<file path="src/ethRxPkg.sv">
/*
   Shared constants, state encoding and output records for the MII receive MAC.
   Every RTL file refers to these by scoped names.
*/
package ethRxPkg;

   ////////////////////
   // Wire constants
   ////////////////////

   localparam logic [3:0] PreambleNibble = 4'h5;   // Repeated preamble nibble
   localparam logic [3:0] SfdNibble      = 4'hD;   // Second nibble of the SFD

   // CRC-32 in MSB-first register form, bits fed in wire order
   localparam logic [31:0] CrcPoly    = 32'h04C11DB7;
   localparam logic [31:0] CrcResidue = 32'hC704DD7B;   // Register after data plus good FCS

   // Credits the consumer grants after reset
   localparam logic [3:0] RxCredits = 4'd8;

   ////////////////////
   // Frame counting
   ////////////////////

   typedef logic [15:0] ByteCount_t;

   // Destination address through FCS
   localparam ByteCount_t MaxFrameLen = 16'd1518;
   localparam ByteCount_t AddrBytes   = 16'd6;      // Destination address length

   ////////////////////
   // Receive states
   ////////////////////

   typedef enum logic [1:0]
   {
      Idle,       // Waiting for carrier
      Preamble,   // Checking 5 nibbles until the SFD
      Data,       // Destination address through FCS
      Drop        // Discard until carrier drops
   } RxState_t;

   ////////////////////
   // Output records
   ////////////////////

   // One byte on the output stream
   typedef struct packed
   {
      logic [7:0] data;
      logic       startFrm;   // First byte of the frame
   } RxByte_t;

   // End of frame report
   typedef struct packed
   {
      logic       crcError;
      logic       addressMiss;
      logic       overrun;      // At least one byte lost for lack of credit
      logic       rxErr;        // MRxErr seen during data
      logic       tooLong;
      ByteCount_t byteCount;
   } RxStatus_t;

endpackage

</file>
<file path="src/rxStateMachine.sv">
/*
   Receive FSM. Checks preamble and SFD nibbles, limits the frame length and
   marks the end of every frame that reached the data state.
*/
`timescale 1ns/1ps

module rxStateMachine (
   input  logic                 MRxClk,
   input  logic                 Resetn,
   input  logic                 MRxDV,
   input  logic [3:0]           MRxD,
   input  logic                 MRxErr,
   input  ethRxPkg::ByteCount_t ByteCnt,
   output ethRxPkg::RxState_t   State,
   output logic                 FrameEnd,   // One cycle, first Idle cycle after a frame
   output logic                 TooLong
);

   always_ff @(posedge MRxClk or negedge Resetn)
   begin
      if (!Resetn)
      begin
         State    <= ethRxPkg::Idle;
         FrameEnd <= 1'b0;
         TooLong  <= 1'b0;
      end
      else
      begin
         FrameEnd <= 1'b0;
         case (State)
            ethRxPkg::Idle:
               if (MRxDV)
               begin
                  TooLong <= 1'b0;   // New carrier, forget the last frame
                  if (MRxD == ethRxPkg::PreambleNibble && !MRxErr)
                     State <= ethRxPkg::Preamble;
                  else
                     State <= ethRxPkg::Drop;
               end

            ethRxPkg::Preamble:
               if (!MRxDV)
                  State <= ethRxPkg::Idle;   // Carrier lost before SFD
               else if (MRxErr)
                  State <= ethRxPkg::Drop;
               else if (MRxD == ethRxPkg::SfdNibble)
                  State <= ethRxPkg::Data;
               else if (MRxD != ethRxPkg::PreambleNibble)
                  State <= ethRxPkg::Drop;

            ethRxPkg::Data:
               if (!MRxDV)
               begin
                  State    <= ethRxPkg::Idle;
                  FrameEnd <= 1'b1;
               end
               else if (ByteCnt == ethRxPkg::MaxFrameLen)
               begin
                  State   <= ethRxPkg::Drop;   // Rest of the frame is discarded
                  TooLong <= 1'b1;
               end

            ethRxPkg::Drop:
               if (!MRxDV)
               begin
                  State <= ethRxPkg::Idle;
                  // Only the length limit leads here from Data
                  FrameEnd <= TooLong;
               end

            default:
               State <= ethRxPkg::Idle;
         endcase
      end
   end

endmodule

</file>
<file path="src/rxByteCounter.sv">
/*
   Nibble phase and completed byte count of the frame in progress.
   Both clear while the receiver is idle.
*/
`timescale 1ns/1ps

module rxByteCounter (
   input  logic                 MRxClk,
   input  logic                 Resetn,
   input  logic                 MRxDV,
   input  ethRxPkg::RxState_t   State,
   output logic                 NibblePhase,   // High on the high nibble
   output logic                 ByteDone,
   output ethRxPkg::ByteCount_t ByteCnt
);

   logic dataNibble;

   assign dataNibble = (State == ethRxPkg::Data) && MRxDV;
   assign ByteDone   = dataNibble && NibblePhase;   // Edge samples the high nibble

   always_ff @(posedge MRxClk or negedge Resetn)
   begin
      if (!Resetn)
      begin
         NibblePhase <= 1'b0;
         ByteCnt     <= '0;
      end
      else if (State == ethRxPkg::Idle)
      begin
         NibblePhase <= 1'b0;
         ByteCnt     <= '0;
      end
      else if (dataNibble)
      begin
         NibblePhase <= ~NibblePhase;
         if (NibblePhase)
            ByteCnt <= ByteCnt + 16'd1;
      end
   end

endmodule

</file>
<file path="src/rxCrcCheck.sv">
/*
   Nibble-wide CRC-32 over the frame from the destination address through
   the FCS. CrcOk is high when the register holds the good-frame residue.
*/
`timescale 1ns/1ps

module rxCrcCheck (
   input  logic               MRxClk,
   input  logic               Resetn,
   input  logic [3:0]         MRxD,
   input  logic               MRxDV,
   input  ethRxPkg::RxState_t State,
   output logic               CrcOk
);

   logic [31:0] crcReg;

   // Four serial steps, MRxD[0] is first on the wire
   function automatic logic [31:0] crcNibble(input logic [31:0] crcIn, input logic [3:0] nib);
      logic [31:0] c;
      logic        feedback;
      c = crcIn;
      for (int i = 0; i < 4; i++)
      begin
         feedback = c[31] ^ nib[i];
         c = {c[30:0], 1'b0};
         if (feedback)
            c = c ^ ethRxPkg::CrcPoly;
      end
      return c;
   endfunction

   always_ff @(posedge MRxClk or negedge Resetn)
   begin
      if (!Resetn)
         crcReg <= '1;
      else if (State == ethRxPkg::Preamble)
         crcReg <= '1;                          // Preset before the first data nibble
      else if (State == ethRxPkg::Data && MRxDV)
         crcReg <= crcNibble(crcReg, MRxD);
   end

   assign CrcOk = (crcReg == ethRxPkg::CrcResidue);

endmodule

</file>
<file path="src/rxAddressFilter.sv">
/*
   Destination address filter. Compares the first six bytes against the
   station address and broadcast, and gives the accept decision after byte six.
*/
`timescale 1ns/1ps

module rxAddressFilter (
   input  logic                 MRxClk,
   input  logic                 Resetn,
   input  ethRxPkg::RxState_t   State,
   input  logic                 ByteDone,
   input  ethRxPkg::ByteCount_t ByteCnt,
   input  logic [7:0]           AssembledByte,
   input  logic [47:0]          Mac,
   input  logic                 Promiscuous,
   input  logic                 BroadcastDisable,
   output logic                 AddrMiss
);

   logic [7:0][7:0] macBytes;     // Padded to eight so any 3-bit index is valid
   logic [7:0]      macByte;
   logic            addrByte;
   logic            macMatch;
   logic            bcastMatch;
   logic            macMatchNext;
   logic            bcastMatchNext;

   assign macBytes = {16'h0000, Mac};
   assign macByte  = macBytes[ByteCnt[2:0]];
   assign addrByte = ByteDone && (ByteCnt < ethRxPkg::AddrBytes);

   assign macMatchNext   = macMatch && (AssembledByte == macByte);
   assign bcastMatchNext = bcastMatch && (AssembledByte == 8'hFF);

   always_ff @(posedge MRxClk or negedge Resetn)
   begin
      if (!Resetn)
      begin
         macMatch   <= 1'b1;
         bcastMatch <= 1'b1;
         AddrMiss   <= 1'b0;
      end
      else if (State == ethRxPkg::Preamble)
      begin
         macMatch   <= 1'b1;   // Frame start
         bcastMatch <= 1'b1;
         AddrMiss   <= 1'b0;
      end
      else if (addrByte)
      begin
         macMatch   <= macMatchNext;
         bcastMatch <= bcastMatchNext;
         if (ByteCnt == ethRxPkg::AddrBytes - 16'd1)   // Last address byte
            AddrMiss <= !(macMatchNext || (bcastMatchNext && !BroadcastDisable) || Promiscuous);
      end
   end

endmodule

</file>
<file path="src/rxByteStream.sv">
/*
   Byte assembly and the credit-controlled output stream. Bytes pass two
   register stages, a byte without credit is dropped and the frame flagged.
*/
`timescale 1ns/1ps

module rxByteStream (
   input  logic                 MRxClk,
   input  logic                 Resetn,
   input  logic [3:0]           MRxD,
   input  logic                 MRxErr,
   input  ethRxPkg::RxState_t   State,
   input  logic                 NibblePhase,
   input  logic                 ByteDone,
   input  ethRxPkg::ByteCount_t ByteCnt,
   input  logic                 FrameEnd,
   input  logic                 CrcOk,
   input  logic                 AddrMiss,
   input  logic                 TooLong,
   input  logic                 CreditReturn,
   output logic [7:0]           AssembledByte,
   output logic                 RxValid,
   output ethRxPkg::RxByte_t    RxByte,
   output logic                 StatusValid,
   output ethRxPkg::RxStatus_t  RxStatus
);

   logic [3:0]          lowNibble;
   logic                stage1Valid;
   ethRxPkg::RxByte_t   stage1Byte;
   logic [3:0]          creditCnt;
   logic [3:0]          creditNext;
   logic                canSend;
   logic                overrunFlag;
   logic                rxErrFlag;
   logic                statusPend;
   ethRxPkg::RxStatus_t statusReg;

   assign AssembledByte = {MRxD, lowNibble};   // Complete while ByteDone is high

   // Count as it will stand after this edge
   assign creditNext = creditCnt + {3'b000, CreditReturn} - {3'b000, RxValid};
   assign canSend    = (creditNext != 4'd0);

   always_ff @(posedge MRxClk)
   begin
      if (State == ethRxPkg::Data && !NibblePhase)
         lowNibble <= MRxD;
      if (ByteDone)
         stage1Byte <= '{data: AssembledByte, startFrm: (ByteCnt == '0)};
      if (FrameEnd)
         statusReg <= '{crcError: !CrcOk, addressMiss: AddrMiss, overrun: overrunFlag,
                        rxErr: rxErrFlag, tooLong: TooLong, byteCount: ByteCnt};
   end

   ////////////////////
   // Byte pipeline
   ////////////////////

   always_ff @(posedge MRxClk or negedge Resetn)
   begin
      if (!Resetn)
      begin
         stage1Valid <= 1'b0;
         RxValid     <= 1'b0;
         RxByte      <= '0;
         creditCnt   <= ethRxPkg::RxCredits;
         overrunFlag <= 1'b0;
         rxErrFlag   <= 1'b0;
      end
      else
      begin
         stage1Valid <= ByteDone;
         creditCnt   <= creditNext;
         if (stage1Valid && canSend)
         begin
            RxValid <= 1'b1;
            RxByte  <= stage1Byte;
         end
         else
         begin
            RxValid         <= 1'b0;
            RxByte.startFrm <= 1'b0;
         end

         if (State == ethRxPkg::Preamble)
         begin
            overrunFlag <= 1'b0;   // New frame
            rxErrFlag   <= 1'b0;
         end
         else
         begin
            if (stage1Valid && !canSend)
               overrunFlag <= 1'b1;   // Byte lost
            if (State == ethRxPkg::Data && MRxErr)
               rxErrFlag <= 1'b1;
         end
      end
   end

   ////////////////////
   // Status
   ////////////////////

   always_ff @(posedge MRxClk or negedge Resetn)
   begin
      if (!Resetn)
      begin
         statusPend  <= 1'b0;
         StatusValid <= 1'b0;
         RxStatus    <= '0;
      end
      else
      begin
         statusPend  <= FrameEnd;
         StatusValid <= statusPend;
         if (statusPend)
            RxStatus <= statusReg;
      end
   end

endmodule

</file>
<file path="src/ethRxMac.sv">
/*
   Top level of the MII receive MAC. Connects the state machine, the byte
   counter, CRC check, address filter and the credit-controlled byte stream.
*/
`timescale 1ns/1ps

module ethRxMac (
   input  logic                MRxClk,
   input  logic                Resetn,
   input  logic                MRxDV,
   input  logic [3:0]          MRxD,
   input  logic                MRxErr,
   input  logic [47:0]         Mac,            // First byte on the wire in bits 7:0
   input  logic                Promiscuous,
   input  logic                BroadcastDisable,
   input  logic                CreditReturn,   // One pulse per freed byte
   output logic                RxValid,
   output ethRxPkg::RxByte_t   RxByte,
   output logic                StatusValid,
   output ethRxPkg::RxStatus_t RxStatus
);

   ethRxPkg::RxState_t   State;
   ethRxPkg::ByteCount_t ByteCnt;
   logic                 FrameEnd;
   logic                 TooLong;
   logic                 NibblePhase;
   logic                 ByteDone;
   logic                 CrcOk;
   logic                 AddrMiss;
   logic [7:0]           AssembledByte;

   rxStateMachine stateMachine (
      .MRxClk(MRxClk), .Resetn(Resetn), .MRxDV(MRxDV), .MRxD(MRxD),
      .MRxErr(MRxErr), .ByteCnt(ByteCnt), .State(State),
      .FrameEnd(FrameEnd), .TooLong(TooLong)
   );

   rxByteCounter byteCounter (
      .MRxClk(MRxClk), .Resetn(Resetn), .MRxDV(MRxDV), .State(State),
      .NibblePhase(NibblePhase), .ByteDone(ByteDone), .ByteCnt(ByteCnt)
   );

   rxCrcCheck crcCheck (
      .MRxClk(MRxClk), .Resetn(Resetn), .MRxD(MRxD), .MRxDV(MRxDV),
      .State(State), .CrcOk(CrcOk)
   );

   rxAddressFilter addressFilter (
      .MRxClk(MRxClk), .Resetn(Resetn), .State(State), .ByteDone(ByteDone),
      .ByteCnt(ByteCnt), .AssembledByte(AssembledByte), .Mac(Mac),
      .Promiscuous(Promiscuous), .BroadcastDisable(BroadcastDisable),
      .AddrMiss(AddrMiss)
   );

   // Output side, two register stages for bytes and for status
   rxByteStream byteStream (
      .MRxClk(MRxClk), .Resetn(Resetn), .MRxD(MRxD), .MRxErr(MRxErr),
      .State(State), .NibblePhase(NibblePhase), .ByteDone(ByteDone),
      .ByteCnt(ByteCnt), .FrameEnd(FrameEnd), .CrcOk(CrcOk),
      .AddrMiss(AddrMiss), .TooLong(TooLong), .CreditReturn(CreditReturn),
      .AssembledByte(AssembledByte), .RxValid(RxValid), .RxByte(RxByte),
      .StatusValid(StatusValid), .RxStatus(RxStatus)
   );

endmodule

</file>
<file path="config.mk">
export PLATFORM = sky130hd
export DESIGN_NAME = ethRxMac
export DESIGN_NICKNAME = d
export VERILOG_FILES = /design/src/ethRxPkg.sv /design/src/rxStateMachine.sv /design/src/rxByteCounter.sv /design/src/rxCrcCheck.sv /design/src/rxAddressFilter.sv /design/src/rxByteStream.sv /design/src/ethRxMac.sv
export SDC_FILE = /design/constraint.sdc
export NUM_CORES = 1
export LEC_CHECK = 0
export ABC_AREA = 1
export ABC_CLOCK_PERIOD_IN_PS = 5900
export BUFFER_PORTS_ARGS = -buffer_cell sky130_fd_sc_hd__buf_2
export CAP_MARGIN = 10
export CORE_MARGIN = 4
export CORE_UTILIZATION = 45
export DETAILED_ROUTE_END_ITERATION = 10
export PLACE_DENSITY = 0.65
export SYNTH_ARGS = -nofsm -noshare
export SYNTH_HDL_FRONTEND = slang
export SYNTH_SLANG_ARGS = --single-unit
</file>
<file path="constraint.sdc">
create_clock -name MRxClk -period 5.9 [get_ports MRxClk]
set_input_delay 1.18 -clock MRxClk [delete_from_list [all_inputs] [get_ports MRxClk]]
set_output_delay 1.18 -clock MRxClk [all_outputs]
set_load 0.03 [all_outputs]
</file>
==> results by group, run 1 <==
Yosys
  • Largest family of logic cells by synthesized area: simple AND/OR/NAND/NOR gates
  • Largest cells by area after synthesis: dfrtp_1, edfxtp_1, dfstp_2, nand2_1, inv_1
  • Count leader, synth: nand2_1
  • Synth Area in XOR/XNOR: 0.0544
  • Synth warnings: 0
  • Post-Synth Simple-Gate Area: 0.188
  • Mapped cell area: 6440 µm²
  • Syn nets: 755
  • Share of the synthesized area in the top cell type: 0.237
  • Flops & latches, synth: 130
  • Syn_area_per_cell: 9.38 µm²
  • Synth Area in Compound Gates: 0.0820
  • Cell taking the most area after synthesis: dfrtp_1
  • Post-synth EDFFs: 34
  • Adder-Cell Fraction of Synth Area: 0.0186
  • Post-Synthesis Cells: a little under 700
  • Synth unique cells: 46
  • Ys flop type: dfrtp_1
  • Multiplexer share of the synthesized area: 0.0367
  • Post-synthesis async set-or-reset flop share: 0.738
  • Sequential area share after synthesis: 0.538
  • Commonest cells post-synth: nand2_1, inv_1, dfrtp_1, nand3_1, dfstp_2

Flow run
  • Max-Cap Viols: 0

Die
  • # rows: 43
  • Starting Density: 0.462
  • Core Region: 13900 µm²
  • Horiz. Die Dim: 128 µm
  • IO Pins: 91
  • Die area: roughly 16000 µm²
  • Die extent in y: between 100 and 150 µm

Critical path
  • Max incr delay on CP: roughly 0.47 ns
  • Critical Path End Type: flip-flop
  • CP Max Fanout: 10
  • CP startpoint kind: input pin
  • Critical Path RT: roughly 6.2 ns
  • Worst path cell trace: buf_2, ha_1, inv_1, fa_1, inv_1, nor3_1, nand2_1, nand2_1, inv_2, nand2_1, nand2_1
  • Slowest-stage cell, CP: fa_1
  • CP most frequent cell: nand2_1
  • Kind of critical path: input pin to flip-flop
  • Arr. time, crit path: 2.89 ns

STA
  • Worst hold slack: 0.446 ns
  • Clock Skews: a little under 0.009 ns
  • Worst setup margin: 3.30 ns
  • Endpoints failing hold: 0
  • Post-route clock period utilization: 0.440
  • Rel. slew slack: 0.275
  • Fin. max-slew vios: 0
  • Least-Margin Pin Slew: 1.09 ns
  • Crit path time final: 2.60 ns
  • RSZ-0062 raised after global routing: no
  • Setup_tns: 0 ns
  • Setup violations, final: 0
  • Peak Freq: 0.385 GHz

Drt
  • DRC Markers: 0
  • Routed len/inst: 14.7 µm
  • Met3 Routed Length: 760 µm
  • Wire length on met2: 7010 µm
  • Routed wire length: 14200 µm
  • Vias: 5006
  • Final ANT Viol Nets: 0
  • First-pass detailed-route iteration total: 5
  • Met1 WL: 6160 µm
  • 1st-iter DRT viols: 268
  • DR top layer: met4
  • Via-per-instance ratio: 5.15

Clocking
  • Clock root buffer: clkbuf_16
  • CTS tree: yes
  • Postcts setup bufs: 0
  • Clk pin slew, worst setup/hold paths: 0.05 ns
  • Post-cts resize count: 0
  • Number of CTS-inserted buffers: 17
  • Clock Sink Count: 130
  • Max H-tree Level: 4
  • Worst-Skew Late Latency: 0.41 ns
  • CTS Hold Buffers Added: 0
  • CTS max path bufs: 2

Power
  • Static leakage: 3.64 nW
  • Total Power: 4.20 mW
  • Cell-internal power: about 2.6 mW
  • Pwr/cell area: 549 nW/µm²
  • VDD IR max: 0.000213 V
  • Seq pwr share: 0.365
  • Sw Pwr: 1.62 mW
  • Part of the power in combinational logic: 0.380
  • Share of total power in the clock network: 0.254
  • Switching share of power: 0.386

Run status
  • Outcome: completed

Placement
  • Post-DP HPWL: a little over 10000 µm
  • Gpl congestion: 0.900
  • Port bufs: 90
  • Worst slack, placed: 2.90 ns
  • Placed insts: 940
  • DP Area: 7040 µm²

Global route
  • Vias in the first global route: 4965
  • Remaining global-route overflow: 0
  • Pin count of the biggest net entering global routing: between 80 and 90
  • Initial antenna violation count: 0
  • Gr usage total: 0.183
  • First-pass GRT wire length: 23900 µm

Cells and area
  • Area overhead of the layout relative to synthesis: 18.6%
  • Post-route cell area: 7640 µm²
  • Non-Filler Instances: about 1000
  • Fin nets: 847
  • Fillers: 1271
  • Layout cells sized above 1: 0.260
  • Antenna cells: 0
  • Share of the core filled with cells: 0.548

Min path
  • Hold WC Path Type: flip-flop to flip-flop
==> logic make-up (layout without fill, tap and decap cells) <==
family / after synthesis / count (layout)
multiplexers: 21 / 21
adder cells (fa/ha/maj): 9 / 9
AND/OR/NAND/NOR: 266 / 266
AO/OA/AOI/OAI: 90 / 90
flip-flops: 130 / 130
buffers and inverters: 134 / 239
XOR/XNOR: 37 / 37
==> worst max-delay path: cells and delay by family <==
kind | cells | cell delay (ns)
AND/OR/NAND/NOR | 5 | 0.76
buffers and inverters | 4 | 0.32
adder cells (fa/ha/maj) | 2 | 0.63
==> power groups by stage <==
stage	clock network, mW	registers [mW]	logic, mW
floorplan	0	1.67	1.07
global placement	0	1.53	1.55
detailed placement	0	1.55	1.59
CTS	1.09	1.54	1.60
global route	1.13	1.58	1.78
finish	1.07	1.53	1.60
==> area by class of cell <==
cell class,count,area [µm²],share of cell area
Clock buffer,21,440,0.0576
Clock inverter,11,161,0.0211
Inverter,115,434,0.0568
Multi-Input combinational cell,423,2440,0.320
Sequential cell,130,3470,0.454
Tap cell,180,225,0.0295
Timing Repair Buffer,92,468,0.0613
==> path summary, 6_finish.rpt <==
path	start	end	slack, ns	cells past startpoint
min in group asynchronous	Resetn	byteStream.RxByte[6]$_DFFE_PN0P_	0.60	1
worst min register to register	byteStream.overrunFlag$_DFFE_PN0P_	byteStream.statusReg[18]$_DFFE_PP_	0.45	0
worst min-delay path	byteStream.overrunFlag$_DFFE_PN0P_	byteStream.statusReg[18]$_DFFE_PP_	0.45	0
max in group asynchronous	Resetn	stateMachine.State[1]$_DFFE_PN0P_	4.01	2
worst max-delay path	CreditReturn	byteStream.RxByte[2]$_DFFE_PN0P_	3.30	11
worst max register to register	byteStream.RxValid$_DFF_PN0_	byteStream.RxByte[2]$_DFFE_PN0P_	3.45	12
==> routing by layer <==
layer,vias to the layer above,global-route usage
met5,-,0
met4,0,0.0699
met3,25,0.0435
met2,134,0.301
met1,2417,0.235
li1,2430,-
==> state kept, by name, summed over array words and instances, names as in the netlist <==
register / cells
addressFilter.AddrMiss: 1
addressFilter.bcastMatch: 1
addressFilter.macMatch: 1
byteCounter.ByteCnt: 16
byteCounter.NibblePhase: 1
byteStream.RxByte: 9
byteStream.RxStatus: 21
byteStream.RxValid: 1
byteStream.StatusValid: 1
byteStream.creditCnt: 4
byteStream.lowNibble: 4
byteStream.overrunFlag: 1
byteStream.rxErrFlag: 1
byteStream.stage1Byte: 9
byteStream.stage1Valid: 1
byteStream.statusPend: 1
byteStream.statusReg: 21
crcCheck.crcReg: 32
stateMachine.FrameEnd: 1
stateMachine.State: 2
stateMachine.TooLong: 1
==> cell usage in the layout, fill, tap and decap left out, types with 2 or more instances in the layout <==
master	count
xor2_1	26
dfstp_2	35
nand3b_1	3
nand4_1	12
inv_1	103
nor4_2	2
bufinv_16	4
or2_2	4
o22ai_1	24
o21a_1	4
o211ai_1	4
inv_2	10
nor2_2	4
o21ai_0	13
nor2_1	32
dfrtp_1	61
clkinv_1	3
clkinvlp_4	2
mux2_2	21
nand2_2	5
a21oi_1	26
nor3_1	12
o21ai_1	9
ha_1	8
buf_2	89
edfxtp_1	34
clkbuf_16	17
xnor2_1	9
nor3_2	2
nand3_1	36
clkinv_2	2
nor4_1	9
nand2_1	143
a22oi_1	3
clkbuf_1	4
buf_4	3
(Power assumes the default switching activity.)
==> run 2, diff against run 1 <==
--- a/config.mk
+++ b/config.mk
@@ -6,13 +6,13 @@
 export NUM_CORES = 1
 export LEC_CHECK = 0
 export ABC_AREA = 1
-export ABC_CLOCK_PERIOD_IN_PS = 5900
+export ABC_CLOCK_PERIOD_IN_PS = 2100
 export BUFFER_PORTS_ARGS = -buffer_cell sky130_fd_sc_hd__buf_2
 export CAP_MARGIN = 10
 export CORE_MARGIN = 4
 export CORE_UTILIZATION = 45
 export DETAILED_ROUTE_END_ITERATION = 10
-export PLACE_DENSITY = 0.65
+export PLACE_DENSITY = 0.68
 export SYNTH_ARGS = -nofsm -noshare
 export SYNTH_HDL_FRONTEND = slang
 export SYNTH_SLANG_ARGS = --single-unit
==> constraint.sdc (replaced) <==
create_clock -name MRxClk -period 2.1 [get_ports MRxClk]
set_input_delay 0.42 -clock MRxClk [delete_from_list [all_inputs] [get_ports MRxClk]]
set_output_delay 0.42 -clock MRxClk [all_outputs]
set_load 0.03 [all_outputs]
==> run 2 against run 1 <==
  * Highest routed layer unchanged
  * Hold slack worse by 0.21 ns
  * Setup slack worse by 3.4 ns
  * The flow now finishes with violations (setup timing)
  * Flip-flop and latch count stayed put
  * Via count is 2.4% higher
  * Sequential power grew to 2.8 times the previous value
  * Critical path depth is 1 higher
  * Global-route usage is 0.62 points higher
  * Core utilization is 1.9 points higher
  * Cell count is 2.3% higher
==> results by group, run 2 (synthesis gave the netlist of run 1 again) <==
Run status
  • Outcome: complete, but fails checks (was completed)
  • Failing checks: setup timing

Cells and area
  • Non-Filler Instances: 994 (was 972)
  • Commonest non-fill, non-tap cell in the layout: nand2_1 (unchanged)
  • Area of the multi-input gates: 2550 µm² (was 2440 µm²)
  • Regs by FF count: crcCheck.crcReg: 32 flops, byteStream.RxStatus: 21 flops, byteStream.statusReg: 21 flops (unchanged)
  • Antenna cells: 0 (unchanged)
  • Fin nets: 869 (was 847)
  • Max reg flops: 32 (unchanged)
  • Layout cells sized above 1: 0.313 (was 0.260)
  • Area overhead of the layout relative to synthesis: 22.7% (was 18.6%)
  • Register area: 3470 µm² (about the same)
  • Top reg by flops: crcCheck.crcReg (unchanged)
  • Highest-count cells in the layout ignoring fill and taps: nand2_1, inv_1, buf_2, dfrtp_1, nand3_1 (unchanged)
  • Fillers: 1221 (was 1271)
  • Post-route cell area: 7900 µm² (was 7640 µm²)

Drt
  • Routed wire length: 14600 µm (was 14200 µm)
  • Final ANT Viol Nets: 0 (unchanged)
  • Vias: 5127 (was 5006)
  • 1st-iter DRT viols: 285 (was 268)
  • Via-per-instance ratio: 5.16 (was 5.15)
  • First-pass detailed-route iteration total: 5 (unchanged)
  • Routed len/inst: 14.7 µm (about the same)
  • DRC Markers: 0 (unchanged)

Clocking
  • Number of CTS-inserted buffers: 17 (unchanged)
  • Clock Sink Count: 130 (unchanged)
  • Worst-Skew Late Latency: 0.42 ns (was 0.41 ns)
  • Clk pin slew, worst setup/hold paths: 0.06 ns (was 0.05 ns)
  • CTS max path bufs: 2 (unchanged)
  • CTS tree: yes (unchanged)
  • Clock root buffer: clkbuf_16 (unchanged)
  • Max H-tree Level: 4 (unchanged)

Critical path
  • Max incr delay on CP: 0.51 ns (was 0.47 ns)
  • Critical Path End Type: flip-flop (unchanged)
  • CP Max Fanout: 5 (was 10)
  • Critical Path RT: 2.41 ns (was 6.19 ns)
  • Worst path bufs/invs: 4 (unchanged)
  • Kind of critical path: flip-flop to flip-flop (was input pin to flip-flop)
  • Slowest-stage cell, CP: fa_2 (was fa_1)
  • CP startpoint kind: flip-flop (was input pin)
  • Worst path cell trace: ha_4, inv_4, ha_4, inv_2, fa_2, inv_2, nor3_4, nand2_2, nand2_4, inv_6, nand2_4, nand2_2 (was buf_2, ha_1, inv_1, fa_1, inv_1, nor3_1, nand2_1, nand2_1, inv_2, nand2_1, nand2_1)
  • Arr. time, crit path: 2.51 ns (was 2.89 ns)
  • Cell family with most CP delay: adder cells (was simple AND/OR/NAND/NOR gates)

Placement
  • Worst slack, placed: -0.0764 ns (was 2.90 ns)
  • DP Area: 7200 µm² (was 7040 µm²)
  • Port bufs: 90 (unchanged)
  • Placed insts: 956 (was 940)
  • Post-DP HPWL: 10600 µm (was 10200 µm)
  • Gpl congestion: 0.856 (was 0.900)

Die
  • Die extent in y: 128 µm (unchanged)
  • Core Region: 13900 µm² (unchanged)
  • # rows: 43 (unchanged)
  • Horiz. Die Dim: 128 µm (unchanged)
  • Starting Density: 0.462 (unchanged)
  • Die area: 16300 µm² (unchanged)
  • IO Pins: 91 (unchanged)

Global route
  • Remaining global-route overflow: 0 (unchanged)
  • Gr usage total: 0.189 (was 0.183)
  • Initial antenna violation count: 0 (unchanged)
  • Vias in the first global route: 5155 (was 4965)
  • Pin count of the biggest net entering global routing: 45 (was 87)
  • First-pass GRT wire length: 24800 µm (was 23900 µm)

STA
  • Setup_tns: -0.830 ns (was 0 ns)
  • Least-Margin Pin Slew: 0.639 ns (was 1.09 ns)
  • Clock Skews: 0.00989 ns (was 0.00891 ns)
  • Fin. max-slew vios: 0 (unchanged)
  • Post-route clock period utilization: 1.05
  • RSZ-0062 raised after global routing: yes (was no)
  • Setup violations, final: 10 (was 0)
  • Crit path time final: 2.20 ns
  • Rel. slew slack: 0.571 (was 0.275)
  • Endpoints failing hold: 0 (unchanged)
  • Peak Freq: around 0.45 GHz
  • Worst setup margin: -0.0991 ns (was 3.30 ns)

Power
  • Part of the power in combinational logic: 0.421 (was 0.380)
  • VDD IR max: 0.00106 V (was 0.000213 V)
  • Share of total power in the clock network: 0.231 (was 0.254)
  • Switching share of power: 0.396 (was 0.386)
  • Pwr/cell area: 1540 nW/µm² (was 549 nW/µm²)
  • Cell-internal power: 7.34 mW (was 2.58 mW)
  • Static leakage: 3.76 nW (was 3.64 nW)
  • Sw Pwr: 4.81 mW (was 1.62 mW)
  • Seq pwr share: 0.348 (was 0.365)

Flow run
  • Max-Cap Viols: 0 (unchanged)

Min path
  • Hold WC Path Type: input pin to flip-flop (was flip-flop to flip-flop)
-- run 2: cell count changes in the layout (fill, tap and decap cells not counted), moves of 3 or more --
cell,delta
nand2_4,+3
nand2_2,+13
inv_1,-4
buf_4,+16
inv_6,+4
nand2_1,-15
-- run 2: power by group through the flow --
stage / combinational (mW) / clock [mW] / sequential [mW]
after global routing: 5.70 / 3.00 / 4.33
final: 5.11 / 2.81 / 4.23
after floorplan: 3.04 / 0 / 4.69
after detailed placement: 4.82 / 0 / 4.25
after CTS: 5.06 / 2.87 / 4.22
after global placement: 4.68 / 0 / 4.21
-- run 2: metal layers --
layer | wire length (µm) | global-route usage | up-vias | share of wire
met5 | 0 | 0 | - | 0
met4 | 280 | 0.0556 | 0 | 0.019
met3 | 689 | 0.0539 | 28 | 0.047
met2 | 7120 | 0.306 | 123 | 0.49
met1 | 6510 | 0.248 | 2494 | 0.45
li1 | - | - | 2482 | -
-- run 2: final cells by class --
type / instances / share of cell area
well taps: 180 / 0.0285
multi-input cells: 424 / 0.323
repair buffers: 112 / 0.0811
repair inverters: 1 / 0.000792
flip-flops and latches: 130 / 0.439
clock inverters: 12 / 0.0166
inverters: 115 / 0.0559
clock buffers: 20 / 0.0553
-- run 2: metrics by stage --
| step | power, mW | hold WS, ns | util |
|---|---|---|---|
| 3_3_place_gp | 8.88 | 0.405 | 0.517 |
| 5_1_grt | 13.0 | 0.232 | 0.567 |
| 2_1_floorplan | 7.74 | 0.124 | - |
| 3_5_place_dp | 9.07 | 0.414 | 0.517 |
| 6_report | 12.2 | 0.238 | 0.567 |
| 4_1_cts | 12.1 | 0.219 | 0.565 |
-- run 2: what timing repair did --
item | in CTS | in global routing
gates cloned | 2 | 0
hold endpoints to repair | 33 | 0
setup buffers | 3 | 0
pin swaps | 4 | 9
hold buffers | 1 | 0
endpoints found under the setup margin | 8 | 11
resized for setup | 19 | 12
-- run 2: final timing paths --
check	slack (ns)	endpoint	from	cells after the start
min in group asynchronous	0.51	byteStream.creditCnt[0]$_DFF_PN0_	Resetn	2
setup reg to reg	-0.1	byteStream.RxByte[3]$_DFFE_PN0P_	byteStream.RxValid$_DFF_PN0_	12
hold / removal	0.24	stateMachine.FrameEnd$_DFF_PN0_	MRxDV	2
max in group asynchronous	0.92	crcCheck.crcReg[25]$_DFFE_PN1P_	Resetn	3
setup / recovery	-0.1	byteStream.RxByte[3]$_DFFE_PN0P_	byteStream.RxValid$_DFF_PN0_	12
hold reg to reg	0.44	byteStream.RxByte[6]$_DFFE_PN0P_	byteStream.stage1Byte[6]$_DFFE_PP_	2
==> run 3, diff against run 2 <==
--- a/config.mk
+++ b/config.mk
@@ -9,10 +9,10 @@
 export ABC_CLOCK_PERIOD_IN_PS = 2100
 export BUFFER_PORTS_ARGS = -buffer_cell sky130_fd_sc_hd__buf_2
 export CAP_MARGIN = 10
-export CORE_MARGIN = 4
 export CORE_UTILIZATION = 45
 export DETAILED_ROUTE_END_ITERATION = 10
 export PLACE_DENSITY = 0.68
+export RECOVER_POWER = 50
 export SYNTH_ARGS = -nofsm -noshare
 export SYNTH_HDL_FRONTEND = slang
 export SYNTH_SLANG_ARGS = --single-unit
==> run 3 against run 2 <==
  * Power rose by 0.35%
  * Maximum frequency down 0.70%
  * Global-route usage grew 2.6 points
  * Count of clock-buffer cells in the layout down 2
  * Setup slack worse by 0.016 ns
  * Largest cell class unchanged
  * Clock power is essentially flat
  * Sequential power about the same
  * Register-to-register slack lost 0.02 ns
  * The flow still finishes with violations (setup timing)
  * Sequential share of layout area grew 0.10 points
  * Non-clock buffer count is 4 higher
  * Wire length increased by 0.18%
  * Flip-flop and latch count did not move
==> results by group, run 3 (synthesis gave the netlist of run 1 again) <==
Critical path
  • Crit path capture: byteStream.RxByte[2]$_DFFE_PN0P_ (was byteStream.RxByte[3]$_DFFE_PN0P_)
  • Arr. time, crit path: 2.53 ns (was 2.51 ns)
  • Max incr delay on CP: 0.52 ns (was 0.51 ns)
  • Worst r2r dst: byteStream.RxByte[2]$_DFFE_PN0P_ (was byteStream.RxByte[3]$_DFFE_PN0P_)
  • Worst path cell trace: ha_4, inv_4, ha_4, inv_2, fa_2, inv_2, nor3_4, nand2_2, nand2_4, inv_6, nand2_2, nand2_1 (was ha_4, inv_4, ha_4, inv_2, fa_2, inv_2, nor3_4, nand2_2, nand2_4, inv_6, nand2_4, nand2_2)
  • Critical Path End Type: flip-flop (unchanged)
  • Flop-to-flop setup slack: -0.11 ns (was -0.1 ns)
  • CP startpoint kind: flip-flop (unchanged)
  • Slowest-stage cell, CP: fa_2 (unchanged)
  • Worst setup startpoint: byteStream.RxValid$_DFF_PN0_ (unchanged)
  • RR Startpoint: byteStream.RxValid$_DFF_PN0_ (unchanged)
  • Reg2reg path depth: 12 (unchanged)
  • Kind of critical path: flip-flop to flip-flop (unchanged)
  • CP Max Fanout: 6 (was 5)
  • Critical Path RT: 2.41 ns (about the same)

STA
  • Least-Margin Pin Slew: 0.960 ns (was 0.639 ns)
  • Setup violations, final: 10 (unchanged)
  • Crit path time final: 2.21 ns (was 2.20 ns)
  • Fin. max-slew vios: 0 (unchanged)
  • Worst setup margin: -0.115 ns (was -0.0991 ns)
  • Peak Freq: 0.452 GHz (was 0.455 GHz)
  • Endpoints failing hold: 0 (unchanged)
  • Clock Skews: 0.00760 ns (was 0.00989 ns)
  • Rel. slew slack: 0.360 (was 0.571)
  • RSZ-0062 raised after global routing: yes (unchanged)
  • Post-route clock period utilization: 1.05 (about the same)

Die
  • Die area: 14800 µm² (was 16300 µm²)
  • IO Pins: 91 (unchanged)
  • # rows: 43 (unchanged)
  • Die extent in y: 122 µm (was 128 µm)
  • Starting Density: 0.462 (unchanged)
  • Core Region: 13900 µm² (unchanged)
  • Horiz. Die Dim: 122 µm (was 128 µm)

Cells and area
  • Commonest non-fill, non-tap cell in the layout: nand2_1 (unchanged)
  • Register area: 3470 µm² (unchanged)
  • Top reg by flops: crcCheck.crcReg (unchanged)
  • Share of the core filled with cells: 0.566 (was 0.567)
  • Regs by FF count: crcCheck.crcReg: 32 flops, byteStream.RxStatus: 21 flops, byteStream.statusReg: 21 flops (unchanged)
  • Highest-count cells in the layout ignoring fill and taps: nand2_1, inv_1, buf_2, dfrtp_1 (was nand2_1, inv_1, buf_2, dfrtp_1, nand3_1)
  • Layout cells sized above 1: 0.304 (was 0.313)
  • Area of the multi-input gates: 2530 µm² (was 2550 µm²)
  • Max reg flops: 32 (unchanged)
  • Antenna cells: 0 (unchanged)
  • Fillers: 1211 (was 1221)
  • Area overhead of the layout relative to synthesis: 22.4% (was 22.7%)
  • Fin nets: 873 (was 869)
  • Non-Filler Instances: 998 (was 994)

Clocking
  • CTS tree: yes (unchanged)
  • Clock root buffer: clkbuf_16 (unchanged)
  • Clock Sink Count: 130 (unchanged)
  • Number of CTS-inserted buffers: 17 (unchanged)
  • Clk pin slew, worst setup/hold paths: 0.06 ns (about the same)
  • Max H-tree Level: 4 (unchanged)
  • CTS max path bufs: 2 (unchanged)
  • Worst-Skew Late Latency: 0.43 ns (was 0.42 ns)

Run status
  • Failing checks: setup timing (unchanged)
  • Outcome: complete, but fails checks (unchanged)

Placement
  • Port bufs: 90 (unchanged)
  • Worst slack, placed: -0.118 ns (was -0.0764 ns)
  • Placed insts: 959 (was 956)
  • Gpl congestion: 0.889 (was 0.856)
  • Post-DP HPWL: 10500 µm (was 10600 µm)

Flow run
  • Max-Cap Viols: 0 (unchanged)

Global route
  • Pin count of the biggest net entering global routing: 40 (was 45)
  • Vias in the first global route: 5069 (was 5155)
  • Initial antenna violation count: 0 (unchanged)
  • Remaining global-route overflow: 0 (unchanged)
  • Gr usage total: 0.215 (was 0.189)
  • First-pass GRT wire length: 24400 µm (was 24800 µm)

Power
  • VDD IR max: 0.000876 V (was 0.00106 V)
  • Total Power: 12.2 mW (about the same)
  • Pwr/cell area: 1550 nW/µm² (was 1540 nW/µm²)
  • Static leakage: 3.74 nW (was 3.76 nW)

Drt
  • DRC Markers: 0 (unchanged)
  • Via-per-instance ratio: 5.05 (was 5.16)
  • 1st-iter DRT viols: 317 (was 285)
  • Routed len/inst: 14.7 µm (about the same)
  • First-pass detailed-route iteration total: 4 (was 5)
  • Vias: 5043 (was 5127)
  • Final ANT Viol Nets: 0 (unchanged)
  • Routed wire length: 14600 µm (about the same)

Min path
  • Hold WC Path Type: input pin to flip-flop (unchanged)
[run 3: worst max-delay path, delay by kind of cell (launching register included)]
family	cells	cell delay [ns]
adder cells (fa/ha/maj)	3	0.88
AND/OR/NAND/NOR	5	0.60
flip-flops	1	0.42
buffers and inverters	4	0.20
[run 3: per-layer routing]
| layer | part of all wire | wire length [µm] | global-route usage |
|---|---|---|---|
| met1 | 0.44 | 6440 | 0.267 |
| met2 | 0.50 | 7250 | 0.357 |
| met3 | 0.041 | 597 | 0.0510 |
| met4 | 0.023 | 337 | 0.0934 |
| met5 | 0 | 0 | 0 |
[run 3: what timing repair did]
action	CTS	global route
hold buffers	1	0
endpoints found under the hold margin	13	0
pin swaps	4	5
buffers inserted	4	1
cloned	2	0
resized for setup	18	3
endpoints found under the setup margin	11	11
[run 3: layout make-up]
class / count / share of cell area
timing repair buffer: 116 / 0.0822
multi-input combinational: 424 / 0.321
timing repair inverter: 1 / 0.000794
inverter: 115 / 0.0560
clock buffer: 18 / 0.0557
tap: 180 / 0.0286
sequential: 130 / 0.440
clock inverter: 14 / 0.0162
[run 3: power breakdown]
group	internal (mW)	switching, mW	total [mW]
Sequential	3.68	0.570	4.25
Combinational	1.95	3.17	5.12
Clock	1.67	1.16	2.83
[run 3: per-stage QoR]
stage               setup TNS [ns]  cell area [µm²]  hold WS, ns
finish                      -0.928             7880        0.224
global route                 -1.76             7880        0.215
CTS                         -0.679             7910        0.202
detailed placement          -0.835             7230        0.373
global placement            -0.207             7230        0.362
floorplan                        0             6470        0.124
[run 3: how the worst min path moves through the flow]
stage	end	slack [ns]	startpoint	cells past startpoint
floorplan	addressFilter.AddrMiss$_DFFE_PN0P_	0.12	Resetn	0
global placement	byteStream.creditCnt[0]$_DFF_PN0_	0.36	Resetn	1
detailed placement	byteStream.creditCnt[0]$_DFF_PN0_	0.37	Resetn	1
CTS	stateMachine.FrameEnd$_DFF_PN0_	0.20	MRxDV	2
global route	stateMachine.FrameEnd$_DFF_PN0_	0.22	MRxDV	2
finish	stateMachine.FrameEnd$_DFF_PN0_	0.22	MRxDV	2
